[src/include/edge_fetch_settings.svh]
////////////////////
// sizes shared by the edge fetch unit
// cacheline and element sizes must be powers of two
// queue depth must be at least one cacheline of edges
////////////////////

`ifndef EDGE_FETCH_SETTINGS_SVH
`define EDGE_FETCH_SETTINGS_SVH

// memory line geometry
`define EF_CACHELINE_BYTES 64
`define EF_EDGE_BYTES      4
`define EF_EDGES_PER_LINE  16

// byte address width on the memory side
`define EF_ADDR_BITS       32

// edge index, degree and sequence width
`define EF_COUNT_BITS      16

// edge queue entries
`define EF_QUEUE_DEPTH     32

`endif

[src/hdl/mem_pkg.sv]
////////////////////
// memory side types for the edge fetch unit
// reads are always one full aligned cacheline
////////////////////

`include "edge_fetch_settings.svh"

package mem_pkg;

	// byte address
	typedef logic [`EF_ADDR_BITS-1:0] addr_t;

	// one line of read data, element 0 in the low bits
	typedef logic [`EF_CACHELINE_BYTES*8-1:0] cacheline_t;

	// element position inside a line
	typedef logic [$clog2(`EF_EDGES_PER_LINE)-1:0] line_offset_t;

	// which edge array a command or response belongs to
	typedef enum logic [1:0] {
		ARRAY_SRC    = 2'd0,
		ARRAY_DEST   = 2'd1,
		ARRAY_WEIGHT = 2'd2
	} array_sel_t;

endpackage

[src/hdl/edge_pkg.sv]
////////////////////
// graph side types for the edge fetch unit
// vertex ids and weights share the element width
////////////////////

`include "edge_fetch_settings.svh"

package edge_pkg;

	// one array element, vertex id or weight
	typedef logic [`EF_EDGE_BYTES*8-1:0] edge_word_t;

	// edge count, edge index or per-vertex sequence number
	typedef logic [`EF_COUNT_BITS-1:0] edge_count_t;

	// vertex id as given with a job
	typedef logic [31:0] vertex_id_t;

endpackage

[src/hdl/edge_cmd_seq.sv]
////////////////////
// read command sequencer, one vertex job at a time
// base addresses must stay stable while vertex_ready is low
// a new chunk waits for the previous one to drain and a line of queue room
////////////////////

`timescale 1ns/1ps
`include "edge_fetch_settings.svh"

module edge_cmd_seq (
	input  logic                   clock,
	input  logic                   rstn,
	input  logic                   vertex_valid,
	input  edge_pkg::edge_count_t  vertex_edge_idx,
	input  edge_pkg::edge_count_t  vertex_degree,
	input  mem_pkg::addr_t         src_base,
	input  mem_pkg::addr_t         dest_base,
	input  mem_pkg::addr_t         weight_base,
	input  logic                   chunk_busy,
	input  logic                   queue_room,
	output logic                   vertex_ready,
	output logic                   mem_cmd_valid,
	output mem_pkg::addr_t         mem_cmd_addr,
	output mem_pkg::array_sel_t    mem_cmd_array,
	output logic                   chunk_start,
	output mem_pkg::line_offset_t  chunk_offset,
	output edge_pkg::edge_count_t  chunk_count
);

	localparam int LINE_BITS = $clog2(`EF_CACHELINE_BYTES);
	localparam int EDGE_BITS = $clog2(`EF_EDGE_BYTES);

	typedef enum logic [2:0] {
		ST_IDLE,
		ST_WAIT,
		ST_SIZE,
		ST_SRC,
		ST_DEST,
		ST_WEIGHT
	} seq_state_t;

	seq_state_t state;
	seq_state_t next_state;

	// byte offset of the next edge and edges still to fetch
	mem_pkg::addr_t        next_off;
	edge_pkg::edge_count_t remaining;

	// current chunk
	mem_pkg::addr_t        aligned;

	// chunk arithmetic from next_off and remaining
	mem_pkg::addr_t        calc_aligned;
	mem_pkg::line_offset_t calc_start;
	edge_pkg::edge_count_t calc_left;
	edge_pkg::edge_count_t calc_count;

////////////////////
// chunk sizing
////////////////////

	always_comb begin
		calc_aligned = next_off & ~mem_pkg::addr_t'(`EF_CACHELINE_BYTES - 1);
		calc_start   = next_off[LINE_BITS-1:EDGE_BITS];
		// elements from the start position to the line boundary
		calc_left    = edge_pkg::edge_count_t'(`EF_EDGES_PER_LINE)
			- edge_pkg::edge_count_t'(calc_start);
		if (remaining < calc_left) begin
			calc_count = remaining;
		end else begin
			calc_count = calc_left;
		end
	end

////////////////////
// state machine
////////////////////

	always_ff @(posedge clock or negedge rstn) begin
		if (!rstn) begin
			state <= ST_IDLE;
		end else begin
			state <= next_state;
		end
	end

	always_comb begin
		next_state = state;
		case (state)
			ST_IDLE: begin
				if (vertex_valid) begin
					next_state = ST_WAIT;
				end
			end
			ST_WAIT: begin
				if (remaining == '0) begin
					next_state = ST_IDLE;
				end else if (!chunk_busy && queue_room) begin
					next_state = ST_SIZE;
				end
			end
			ST_SIZE: begin
				next_state = ST_SRC;
			end
			ST_SRC: begin
				next_state = ST_DEST;
			end
			ST_DEST: begin
				next_state = ST_WEIGHT;
			end
			ST_WEIGHT: begin
				// last chunk goes straight back to idle
				if (remaining == '0) begin
					next_state = ST_IDLE;
				end else begin
					next_state = ST_WAIT;
				end
			end
			default: begin
				next_state = ST_IDLE;
			end
		endcase
	end

	// job progress
	always_ff @(posedge clock or negedge rstn) begin
		if (!rstn) begin
			next_off  <= '0;
			remaining <= '0;
		end else begin
			if (state == ST_IDLE && vertex_valid) begin
				next_off  <= mem_pkg::addr_t'(vertex_edge_idx) * `EF_EDGE_BYTES;
				remaining <= vertex_degree;
			end else if (state == ST_SIZE) begin
				// every later chunk starts line aligned
				next_off  <= calc_aligned + `EF_CACHELINE_BYTES;
				remaining <= remaining - calc_count;
			end
		end
	end

	// chunk payload, held through the command triple
	always_ff @(posedge clock) begin
		if (state == ST_SIZE) begin
			aligned      <= calc_aligned;
			chunk_offset <= calc_start;
			chunk_count  <= calc_count;
		end
	end

////////////////////
// command outputs
////////////////////

	assign vertex_ready  = (state == ST_IDLE);
	assign chunk_start   = (state == ST_SRC);
	assign mem_cmd_valid = (state == ST_SRC) || (state == ST_DEST) || (state == ST_WEIGHT);

	always_comb begin
		case (state)
			ST_DEST: begin
				mem_cmd_addr  = dest_base + aligned;
				mem_cmd_array = mem_pkg::ARRAY_DEST;
			end
			ST_WEIGHT: begin
				mem_cmd_addr  = weight_base + aligned;
				mem_cmd_array = mem_pkg::ARRAY_WEIGHT;
			end
			default: begin
				mem_cmd_addr  = src_base + aligned;
				mem_cmd_array = mem_pkg::ARRAY_SRC;
			end
		endcase
	end

endmodule

[config.mk]
export PLATFORM = sky130hd
export DESIGN_NAME = edge_cmd_seq
export DESIGN_NICKNAME = d
export VERILOG_FILES = /design/src/hdl/mem_pkg.sv /design/src/hdl/edge_pkg.sv /design/src/hdl/edge_cmd_seq.sv
export VERILOG_INCLUDE_DIRS = /design/src /design/src/include
export SDC_FILE = /design/constraint.sdc
export NUM_CORES = 1
export LEC_CHECK = 0
export BUFFER_PORTS_ARGS = -buffer_cell sky130_fd_sc_hd__buf_2
export CORE_ASPECT_RATIO = 1.5
export CORE_MARGIN = 5
export CORE_UTILIZATION = 57
export DETAILED_ROUTE_END_ITERATION = 8
export GPL_ROUTABILITY_DRIVEN = 1
export PLACE_DENSITY = 0.87
export SYNTH_ARGS = -nofsm -noshare
export SYNTH_HDL_FRONTEND = slang
export SYNTH_SLANG_ARGS = --single-unit
[constraint.sdc]
create_clock -name clock -period 8.6 [get_ports clock]
set_input_delay 0.43 -clock clock [delete_from_list [all_inputs] [get_ports clock]]
set_output_delay 0.43 -clock clock [all_outputs]
set_load 0.03 [all_outputs]
# After elaboration in Yosys (flattened, before gate mapping)
# Index checks and enable logic that the tools add are counted.
[totals]
register_bits = 97
latch_bits = 0
mem_bits_rw = 0
rom_bits = 0
input_bits = 133
elab_cells = 41
memories = 0
[op_classes]
addsub = 6
n_mul = 0
div = 0
n_lt_le_gt_ge = 1
n_eq_ne = 7
n_shift = 0
mux = 12
bitwise_logic = 0
n_reduce_logical = 9
[ops]
columns = ["cell", "n"]
rows = [
  ["$add 32x32->32", 3],
  ["$mux 32", 2],
  ["$pmux 32 s2", 1],
  ["$mux 16", 3],
  ["$add 32x7->32 const B", 1],
  ["$pmux 3 s6", 1],
  ["$logic_not 16->1", 1],
  ["$lt 16x16->1", 1],
  ["$sub 16x16->16", 1],
  ["$mux 3", 3],
  ["$eq 3x2->1 const B", 2],
  ["$eq 3x3->1 const B", 2],
  ["$sub 5x4->6 const A", 1],
  ["$pmux 2 s2", 1],
  ["$eq 3x1->1 const B", 1],
  ["$logic_not 3->1", 1],
  ["$ne 3x3->1 const B", 1],
  ["$logic_and 1x1->1", 2],
  ["$logic_or 1x1->1", 2],
  ["$ne 2x2->1 const B", 1],
  ["$reduce_and 2->1", 1],
  ["$reduce_bool 2->1", 1],
  ["$logic_not 1->1", 1],
  ["$mux 1", 1],
]

# Longest topological paths before layout
# Gate-level depths: netlist (run 1).
[logic_depth]
word_depth = 6
ltp_mapped = 21

# Worst setup path before layout (run 1)
# No wires, ideal clock.
[synth_path]
kind = "register -> output"
startpoint = "reg state[0]"
endpoint = "out mem_cmd_addr[16]"
arrival_ns = 3.890
required_ns = 8.170
path_slack_ns = 4.280
path_stages_with_launch = 13
n_path_buf = 2
path_cell_list = "dfrtp_1 > clkbuf_1 > clkbuf_1 > mux2i_1 > o21ai_0 > ha_1 > fa_1 > a21oi_1 > o21ai_0 > a21oi_1 > o21bai_1 > a21o_1 > o311ai_0"
[synth_via]
elab_chain_len = 2
elab_cells_between_ends = 3
cone_classes = "eq/ne (2); mux (1)"
[synth_rtl]
columns = ["item", "line", "rtl"]
rows = [
  ["start: declaration", "edge_cmd_seq.sv:42", "seq_state_t state;"],
  ["start signal: assignment", "edge_cmd_seq.sv:83", "state <= next_state;"],
  ["$eq 3x3->1", "edge_cmd_seq.sv:160", "case (state)"],
  ["$pmux 32 s2 *", "edge_cmd_seq.sv:160", ""],
  ["end: declaration", "edge_cmd_seq.sv:23", "output mem_pkg::addr_t mem_cmd_addr,"],
]
# Every way passes the cells marked *; elsewhere a longest branch is shown, timed or not.

# Worst setup path after layout (run 1)
[layout_path]
startpoint = "reg next_off[2]"
endpoint = "reg remaining[12]"
[layout_via]
elab_chain_len = 6
[layout_rtl]
columns = ["item", "line", "rtl"]
rows = [
  ["start: declaration", "edge_cmd_seq.sv:46", "mem_pkg::addr_t next_off;"],
  ["start signal: assignment", "edge_cmd_seq.sv:132", "next_off <= mem_pkg::addr_t'(vertex_edge_idx) * `EF_EDGE_BYTES;"],
  ["start signal: assignment", "edge_cmd_seq.sv:136", "next_off <= calc_aligned + `EF_CACHELINE_BYTES;"],
  ["$sub 5x4->6 *", "edge_cmd_seq.sv:66", "calc_left = edge_pkg::edge_count_t'(`EF_EDGES_PER_LINE)"],
  ["$lt 16x16->1", "edge_cmd_seq.sv:68", "if (remaining < calc_left) begin"],
  ["$mux 16 *", "edge_cmd_seq.sv:68", ""],
  ["via calc_count[0]", "edge_cmd_seq.sv:56", "edge_pkg::edge_count_t calc_count;"],
  ["$sub 16x16->16 *", "edge_cmd_seq.sv:137", "remaining <= remaining - calc_count;"],
  ["$mux 16 *", "edge_cmd_seq.sv:134", "end else if (state == ST_SIZE) begin"],
  ["$mux 16 *", "edge_cmd_seq.sv:131", "if (state == ST_IDLE && vertex_valid) begin"],
  ["end signal: assignment", "edge_cmd_seq.sv:133", "remaining <= vertex_degree;"],
  ["end signal: assignment", "edge_cmd_seq.sv:137", ""],
  ["end: declaration", "edge_cmd_seq.sv:47", "edge_pkg::edge_count_t remaining;"],
]
# Mark *: on every way through the listed nets, which the timed path passes. The rest lies on a longest branch. The select of a mux whose other input is x is not followed.
# A chain may end at the register's enable or synchronous reset.

==> results.py, run 1 <==
metrics = {
    "grt": {
        "grt_pass1_vias": 5571,
        "overflow": 0,
        "antenna_found_initial": 1,
        "grt_max_degree": 68,
        "grt.total_usage": 0.239,
        "grt_pass1_wl_um": 25500,
    },
    "finish": {
        "drive_gt1_frac": 0.269,
        "fill_cells": 869,
        "area_growth_pct": 21.6,
        "nets": 1030,
        "final_cells": 1012,
    },
    "timing": {
        "skew_ns": 0.00618,
        "post-route-worst-setup-slack_ns": 3.75,
        "slew_headroom": 0.541,
        "drv_slew": 0,
        "worst_slew_pin_slew_ns": 0.682,
        "rsz0062_at_grt": "no",
        "min_period_ns": 4.85,
        "hold_viol_final": 0,
        "setup_viol": 0,
        "fmaxAchievable_ghz": 0.206,
        "tns_ns": 0,
        "post-route-period-util": 0.564,
    },
    "detailed_routing": {
        "drtAntennaViolNets": 0,
        "post_drt_via_cell_ratio": 5.53,
        "post_drt_wl_per_cell_um": 15.7,
        "routed.top_layer": "met4",
        "dr_total_vias": 5595,
        "drt-pass1-iter-count": 5,
        "wl_met3_um": 1180,
        "met1Wirelength_um": 6000,
        "first_iter_violations": 366,
        "dr_wl_met2_um": 8220,
        "wirelength_um": 15900,
        "drc": 0,
    },
    "critical_path": {
        "arrival_ns": 5.10,
        "required_ns": 8.86,
        "critPathKind": "reg2reg",
        "worstSetupEndpointType": "flip-flop",
        "startpoint_type": "flip-flop",
        "cp_max_fo": 9,
        "ff2ff_path_depth": 20,
    },
    "synth": {
        "yosysWarnings": 0,
        "async_flop_share": 0.516,
        "synth_most_common_cell": "nand2_1",
        "yosys.cell_types.count": 65,
        "yosysTopAreaCell": "edfxtp_1",
        "syn_area_per_cell_um2": 9.36,
        "synth_top_area_frac": 0.220,
        "synth_commonest_cells": "87 x nand2_1, 68 x o21ai_0, 59 x nor2_1, 49 x dfrtp_1, 46 x edfxtp_1",
        "yosysSeqAreaShare": 0.416,
        "synth_edf_count": 46,
        "syn_area_um2": 6270,
        "ys.flop_type": "dfrtp_1",
        "synth_area_leaders": "edfxtp_1 22%, dfrtp_1 20%, ha_1 7.2%",
        "synthCells": 670,
        "ys_seq_elements": 95,
    },
    "power": {
        "finalPower_mw": 2.83,
        "leakagePower_nw": 3.64,
        "power.density_nw_per_um2": 371,
        "ir_worst_vdd_uv": 245,
    },
    "clock_tree": {
        "path_clk_slew_ns": 0.06,
        "clkLatencyLatePin_ns": 0.34,
        "holdBufCountCts": 0,
        "cts_sinks": 95,
        "cts-root-buf": "clkbuf_16",
        "postCtsSetupBuffers": 0,
        "htree_num_levels": 3,
        "cts_tree": "done",
        "cts.path.max_buffers": 2,
        "cts_resized": 0,
        "cts_buffers": 9,
    },
    "outcome": {
        "status": "completed",
    },
    "floorplan": {
        "die-area_um2": 13200,
        "fp.dieH_um": 138,
        "coreArea_um2": 10900,
        "ios": 190,
        "rows": 47,
        "die_x_um": 95.6,
        "initial_core_util": 0.573,
    },
    "hold_path": {
        "hp-class": "in2async",
    },
    "job": {
        "drv_cap": 0,
    },
    "place": {
        "globalplace.congestion": 0.949,
        "dp_cells": 995,
        "hpwl_um": 12000,
        "dp_slack_ns": 3.80,
        "port_buffers": 189,
    },
}
==> where the power goes <==
part,internal [mW],leakage (nW),switching [mW]
clock network,0.203,0.124,0.161
logic,0.631,2.49,1.11
registers,0.610,1.03,0.116
==> worst paths after layout <==
path | start | end | slack, ns
worst max-delay path | next_off[2] | remaining[12] | 3.75
worst min-delay path | rstn | next_off[5] | 0.19
worst max register to register | next_off[2] | remaining[12] | 3.75
worst min register to register | next_off[31] | aligned[31] | 0.47
max in group asynchronous | rstn | state[0] | 7.93
min in group clock | vertex_edge_idx[2] | next_off[4] | 0.29
==> logic make-up after synthesis <==
family,after synthesis,share of synthesized area
mux,42,0.0705
buf+inv,53,0.0363
flops,95,0.416
compound gates,155,0.152
other cells,1,0.000598
fa+ha+maj,38,0.0782
xor+xnor,43,0.0601
simple gates,243,0.187
==> worst max-delay path, stage by stage, from the launching register on <==
cell and delay, ns:
dfrtp_1 0.39, inv_1 0.09, ha_1 0.20, xnor2_1 0.25
inv_1 0.08, ha_1 0.29, a21o_1 0.16, a21oi_1 0.13
nor3b_1 0.07, or3_1 0.58, mux2i_1 0.29, ha_1 0.20
inv_1 0.05, fa_1 0.40, a21o_1 0.17, a21oi_1 0.21
nor2b_1 0.08, nor3_1 0.37, nand2_1 0.17, or4_1 0.41
a31oi_1 0.17
==> registers in the layout, summed over array words and instances (netlist names) <==
name,flops
chunk_count,16
next_off,30
state,3
remaining,16
aligned,26
chunk_offset,4
==> placed cells by master (no fill, tap or decap), types with 7 or more instances in the layout <==
cell / Yosys / layout
nand3_1: 17 / 17
clkbuf_16: 0 / 9
nand2_1: 87 / 87
ha_1: 36 / 36
a21oi_1: 28 / 28
edfxtp_1: 46 / 46
xor2_1: 26 / 26
o31ai_1: 7 / 7
inv_1: 27 / 26
nor2_1: 59 / 59
nand4_1: 7 / 7
mux2i_1: 37 / 37
dfrtp_1: 49 / 48
nor3_1: 22 / 22
a211oi_1: 7 / 7
o21ai_0: 68 / 68
xnor2_1: 17 / 17
buf_2: 3 / 189
conb_1: 1 / 11
==> final cells by class <==
cell class,count,area (um^2),share of cell area
Inverter,27,101,0.0133
Clock inverter,3,18.8,0.00246
Multi-Input combinational cell,532,3470,0.456
Tap cell,147,184,0.0241
Antenna cell,1,2.50,0.000328
Timing Repair Buffer,194,983,0.129
Clock buffer,13,250,0.0328
Sequential cell,95,2610,0.342
==> layer usage <==
| layer | GRT usage | vias up |
|---|---|---|
| met5 | 0 | - |
| met4 | 0.103 | 0 |
| met3 | 0.0446 | 47 |
| met2 | 0.424 | 219 |
| met1 | 0.272 | 2546 |
| li1 | - | 2783 |
==> metrics by stage <==
stage / utilization / cell area, um^2 / hold WS, ns
floorplan: - / 6310 / 0.134
global placement: 0.672 / 7350 / 0.453
detailed placement: 0.672 / 7350 / 0.453
CTS: 0.697 / 7620 / 0.220
global route: 0.697 / 7620 / 0.259
finish: 0.697 / 7620 / 0.190
(Power assumes the default switching activity.)
==> run 2: changes to the inputs <==
- ABC_AREA: unset -> 1
- CORE_UTILIZATION: 57 -> 55
- PLACE_DENSITY: 0.87 -> 0.82
- clock period: 8.6 -> 4.5 ns (I/O delays scaled with it)
==> run 2 against run 1 <==
Count of clock-buffer cells in the layout down 3. Critical path depth down 4. Critical endpoint is now mem_cmd_addr[26]. Routed wire length is 34% higher. Total power rose by 130%. Largest cell class unchanged.
==> results.py, run 2 <==
metrics = {
    "finish": {
        "ff_latch_area_um2": 2610,
        "regMostFlops": "next_off",
        "final_cell_mix": "437 x nand2_1, 189 x buf_2, 143 x inv_1",
        "multi_input_area_um2": 4200,
        "fill_cells": 1237,
        "largest_reg_flops": 30,
        "final_common_cell": "nand2_1",
        "drive_gt1_frac": 0.169,
        "top_regs": "next_off: 30 flops, aligned: 26 flops",
        "nets": 1487,
        "diodes": 0,
        "area_growth_pct": 19.5,
    },
    "critical_path": {
        "crit_buf_inv": 4,
        "arrival_ns": 3.58,
        "cp_max_fo": 17,
        "critPathTopFamily": "simple AND/OR/NAND/NOR gates",
        "cp_common_cell": "nand2_1",
        "required_ns": 4.28,
        "startpoint_type": "flip-flop",
        "rr_startpoint": "next_off[2]",
        "slowest_stage": "nor2_2",
        "worstSetupEndpointType": "output pin",
        "crit_chain": "inv_1 -> nand2_1 -> nor2_2 -> buf_4 -> nand2_1 -> nand3_1 -> ha_1 -> nand2_1 -> inv_1 -> nand2_1 -> nor3_1 -> nand3_1 -> nand3_1 -> nand2_1 -> nand2_1 -> buf_2",
        "slowest_delay_ns": 0.55,
        "r2r-end": "remaining[6]",
        "rrSetupSlack_ns": 1.03,
        "critPathKind": "reg2out",
        "ff2ff_path_depth": 17,
    },
    "timing": {
        "post-route-period-util": 0.845,
        "worst_slew_pin_slew_ns": 0.836,
        "setup_viol": 0,
        "min_period_ns": 3.80,
        "drv_slew": 0,
        "fmaxAchievable_ghz": 0.263,
        "rsz0062_at_grt": "no",
        "skew_ns": 0.0115,
        "post-route-worst-setup-slack_ns": 0.698,
        "holdWs_ns": 0.00101,
        "tns_ns": 0,
        "slew_headroom": 0.442,
        "hold_viol_final": 0,
    },
    "detailed_routing": {
        "post_drt_via_cell_ratio": 5.28,
        "post_drt_wl_per_cell_um": 14.3,
        "dr_total_vias": 7824,
        "drtAntennaViolNets": 0,
        "drt-pass1-iter-count": 5,
        "drc": 0,
        "wirelength_um": 21300,
        "first_iter_violations": 493,
    },
    "synth": {
        "synth_most_common_cell": "nand2_1",
        "yosysTopAreaCell": "nand2_1",
        "ys.flop_type": "dfrtp_1",
        "ys_seq_elements": 95,
        "yosysSeqAreaShare": 0.353,
        "synth_top_area_frac": 0.222,
        "syn_area_um2": 7400,
        "yosys.cell_types.count": 38,
        "syn_area_per_cell_um2": 6.59,
        "synth_commonest_cells": "437 x nand2_1, 143 x inv_1, 120 x nand3_1, 107 x nor2_1, 49 x dfrtp_1",
        "synth_area_leaders": "nand2_1 22%, edfxtp_1 19%, dfrtp_1 17%",
        "async_flop_share": 0.516,
        "yosysWarnings": 0,
        "synthCells": 1122,
        "synth_edf_count": 46,
    },
    "job": {
        "drv_cap": 0,
    },
    "grt": {
        "antenna_found_initial": 0,
        "grt_pass1_wl_um": 34400,
        "grt.total_usage": 0.261,
        "grt_max_degree": 65,
        "overflow": 0,
        "grt_pass1_vias": 7408,
    },
    "clock_tree": {
        "cts_tree": "done",
        "path_clk_slew_ns": 0.07,
        "holdBufCountCts": 0,
        "cts_buffers": 9,
        "cts_resized": 0,
        "cts_sinks": 95,
        "cts.path.max_buffers": 2,
        "cts-root-buf": "clkbuf_16",
        "postCtsSetupBuffers": 0,
        "htree_num_levels": 3,
        "clkLatencyLatePin_ns": 0.35,
    },
    "place": {
        "dp_slack_ns": 1.09,
        "port_buffers": 189,
        "hpwl_um": 16800,
        "globalplace.congestion": 1.02,
    },
    "power": {
        "power_switching_share": 0.546,
        "ir_worst_vdd_uv": 471,
        "power.internal_mw": 2.92,
        "seq_power_share": 0.223,
        "p_comb_frac": 0.659,
        "leakagePower_nw": 4.68,
        "clockPowerShare": 0.118,
        "power.density_nw_per_um2": 729,
        "switchingPower_mw": 3.52,
    },
    "outcome": {
        "status": "completed",
    },
    "floorplan": {
        "ios": 190,
        "fp.dieH_um": 152,
        "coreArea_um2": 13300,
        "die-area_um2": 15900,
        "initial_core_util": 0.555,
        "rows": 52,
        "die_x_um": 105,
    },
    "hold_path": {
        "hp-class": "in2async",
    },
}
[run 2: cell types whose count changed in the layout (fill, tap and decap cells not counted), moves of 6 or more]
cell and delta:
nand2_1 +350, inv_1 +117, nand3_1 +103, nor2_1 +46
mux2i_1 -37, o21ai_0 -31, nand4_1 +18, nor3_1 -12
xnor2_1 -11, xor2_1 -10, o31ai_1 -7, or3_1 -6
[run 2: final cells by class]
type | instances | share of cell area
Clock buffer | 10 | 0.0259
Clock inverter | 6 | 0.00750
Inverter | 145 | 0.0616
Multi-Input combinational cell | 870 | 0.475
Sequential cell | 95 | 0.295
Tap cell | 162 | 0.0229
Timing Repair Buffer | 195 | 0.112
[run 2: per-layer routing]
metal	track usage	wire length, um	vias to the layer above
met4	0.118	857	0
met1	0.288	7840	3517
met5	0	0	-
met3	0.0412	1170	58
met2	0.485	11400	267
li1	-	-	3982
[run 2: cell families (layout without fill, tap and decap cells)]
group / after synthesis / after routing / share of synthesized area
simple gates: 720 / 720 / 0.409
buf+inv: 167 / 356 / 0.0863
flops: 95 / 95 / 0.353
compound gates: 79 / 79 / 0.0596
fa+ha+maj: 38 / 38 / 0.0663
xor+xnor: 22 / 22 / 0.0261
other cells: 1 / 11 / 0.000507
[run 2: per-stage QoR]
step | power, mW | std cells | cell area [um^2] | util
finish | 6.44 | 1483 | 8840 | 0.663
global route | 6.98 | 1483 | 8840 | 0.663
CTS | 6.42 | 1483 | 8840 | 0.663
detailed placement | 5.64 | 1467 | 8540 | 0.641
global placement | 5.59 | 1467 | 8540 | 0.641
floorplan | 4.53 | 1132 | 7430 | -
[run 2: power by group through the flow]
stage / Combinational, mW / Clock, mW / Sequential (mW)
final: 4.25 / 0.762 / 1.43
after global routing: 4.71 / 0.815 / 1.46
after global placement: 4.16 / 0 / 1.43
after CTS: 4.22 / 0.772 / 1.43
after floorplan: 3.09 / 0 / 1.44
after detailed placement: 4.21 / 0 / 1.44
[run 2: worst max-delay path by stage]
stage / end / from / cells past startpoint / slack, ns
floorplan: remaining[12] / next_off[2] / 22 / 1.49
global placement: remaining[6] / next_off[2] / 17 / 1.19
detailed placement: remaining[12] / next_off[2] / 22 / 1.09
CTS: mem_cmd_addr[26] / state[0] / 16 / 0.83
global route: mem_cmd_addr[25] / state[0] / 16 / 0.53
finish: mem_cmd_addr[26] / state[0] / 16 / 0.70
[run 2: worst reg2reg max path: stages (launching register included)]
cell and delay (ns):
dfrtp_1 0.39, inv_1 0.11, ha_1 0.20, nand3_1 0.15, ha_1 0.25, nor4_4 0.58, nand2_4 0.15, nand2_1 0.12
nand2_1 0.06, ha_1 0.36, nand2_1 0.12, nand2_1 0.08, a21boi_0 0.38, nand2_1 0.09, nand2_1 0.07, nand3_1 0.06
o211ai_1 0.12, inv_1 0.05
==> run 3: changes to the inputs <==
- CORE_UTILIZATION: 55 -> 49
- PLACE_DENSITY: 0.82 -> 0.78
- clock period: 4.5 -> 3.3 ns (I/O delays scaled with it)
==> run 3 against run 2 <==
Via count up 1.3%. Flip-flop and latch count unchanged. Setup slack worse by 0.52 ns. Cell area up 3.2%. Critical path type unchanged. Largest cell class unchanged.
==> results.py, run 3 (same netlist as run 2, synthesis figures left out) <==
metrics = {
    "timing": {
        "setup_viol": 0,
        "post-route-period-util": 0.947,
        "tns_ns": 0,
        "post-route-worst-setup-slack_ns": 0.174,
        "slew_headroom": 0.464,
        "drv_slew": 0,
        "hold_viol_final": 0,
        "min_period_ns": 3.13,
        "fmaxAchievable_ghz": 0.320,
        "worst_slew_pin_slew_ns": 0.803,
        "skew_ns": 0.0124,
        "holdWs_ns": 0.0198,
    },
    "critical_path": {
        "crit_chain": "inv_1 -> nand2_1 -> buf_4 -> nand2_1 -> nand3_1 -> ha_1 -> nand2_1 -> nor2_1 -> and3_1 -> nand3_1 -> nand3_1 -> nand2_1 -> nand2_1 -> buf_2",
        "arrival_ns": 2.96,
        "critPathTopFamily": "simple AND/OR/NAND/NOR gates",
        "startpoint_type": "flip-flop",
        "critPathKind": "reg2out",
        "worstSetupEndpointType": "output pin",
        "crit_buf_inv": 3,
        "slowest_stage": "dfrtp_1",
        "cp_max_fo": 22,
        "slowest_delay_ns": 0.42,
        "required_ns": 3.13,
        "cp_common_cell": "nand2_1",
    },
    "power": {
        "leakagePower_nw": 4.78,
        "power.density_nw_per_um2": 998,
        "ir_worst_vdd_uv": 720,
        "finalPower_mw": 9.11,
    },
    "grt": {
        "overflow": 0,
        "grt_max_degree": 65,
        "grt_pass1_wl_um": 34700,
        "antenna_found_initial": 0,
        "grt_pass1_vias": 7581,
        "grt.total_usage": 0.246,
    },
    "finish": {
        "drive_gt1_frac": 0.195,
        "fill_cells": 1428,
        "largest_reg_flops": 30,
        "top_regs": "next_off: 30 flops, aligned: 26 flops",
        "area_growth_pct": 23.4,
        "final_common_cell": "nand2_1",
        "final_cells": 1537,
        "diodes": 0,
        "postLayoutCellArea_um2": 9120,
        "regMostFlops": "next_off",
        "fin_util": 0.611,
        "nets": 1504,
        "final_cell_mix": "435 x nand2_1, 187 x buf_2, 140 x inv_1",
    },
    "floorplan": {
        "fp.dieH_um": 160,
        "die-area_um2": 17700,
        "ios": 190,
        "rows": 55,
        "coreArea_um2": 14900,
        "die_x_um": 110,
        "initial_core_util": 0.495,
    },
    "clock_tree": {
        "cts.path.max_buffers": 2,
        "cts-root-buf": "clkbuf_16",
        "htree_num_levels": 3,
        "cts_tree": "done",
        "path_clk_slew_ns": 0.07,
        "clkLatencyLatePin_ns": 0.35,
        "cts_buffers": 9,
        "cts_sinks": 95,
    },
    "detailed_routing": {
        "post_drt_wl_per_cell_um": 14.2,
        "drc": 0,
        "dr_total_vias": 7924,
        "wirelength_um": 21800,
        "drt-pass1-iter-count": 5,
        "drtAntennaViolNets": 0,
        "post_drt_via_cell_ratio": 5.16,
        "first_iter_violations": 493,
    },
    "hold_path": {
        "hp-class": "in2reg",
    },
    "place": {
        "placed_cell_area_um2": 8680,
        "globalplace.congestion": 0.948,
        "dp_slack_ns": -0.00871,
        "hpwl_um": 17200,
        "port_buffers": 189,
        "dp_cells": 1515,
    },
    "outcome": {
        "status": "completed",
    },
    "job": {
        "drv_cap": 0,
    },
}
-- run 3: changes by cell type in the layout (fill, tap and decap cells not counted), sizes merged --
cell	change
inv	+3
clkinvlp	-2
dlygate4sd3	+1
bufinv	-1
buf	+16
-- run 3: where the power goes --
| group | internal [mW] | total [mW] | switching, mW |
|---|---|---|---|
| Sequential | 1.64 | 1.96 | 0.324 |
| Combinational | 1.97 | 6.10 | 4.13 |
| Clock | 0.574 | 1.05 | 0.477 |
-- run 3: layout make-up --
type	count	area (um^2)	area share
multi-input combinational	870	4270	0.468
sequential	95	2610	0.286
timing repair buffer	212	1140	0.125
inverter	145	544	0.0597
clock buffer	10	250	0.0274
tap	199	249	0.0273
clock inverter	6	55.1	0.00603
-- run 3: path summary, 6_finish.rpt --
path                       cells past startpoint          endpoint             start  slack [ns]
max                                           14  mem_cmd_addr[26]          state[1]        0.17
min                                            3      remaining[3]  vertex_degree[3]        0.02
max reg2reg                                   22      remaining[8]       next_off[4]        0.22
min reg2reg                                    0   chunk_offset[1]       next_off[3]        0.48
max in group asynchronous                      3      remaining[8]              rstn        2.09
min in group asynchronous                      2       next_off[8]              rstn        0.44
-- run 3: what timing repair did --
| item | 4_1_cts | 5_1_grt |
|---|---|---|
| hold buffers | 1 | 0 |
| pin swaps | 1 | 3 |
| setup endpoints to repair | 4 | 27 |
| gates resized for setup | 0 | 30 |
| hold endpoints to repair | 29 | 0 |
| buffers inserted | 2 | 3 |
-- run 3: metal layers --
layer	part of all wire	vias to the layer above	track usage
met3	0.049	54	0.0285
met5	0	-	0
li1	-	4023	-
met4	0.037	0	0.101
met1	0.38	3599	0.265
met2	0.54	248	0.469
-- run 3: worst min-delay path, delay by kind of cell --
family / cells / cell delay (ns)
and+or+nand+nor: 1 / 0.04
buffers and inverters: 1 / 0.07
AOI/OAI and AO/OA: 1 / 0.06
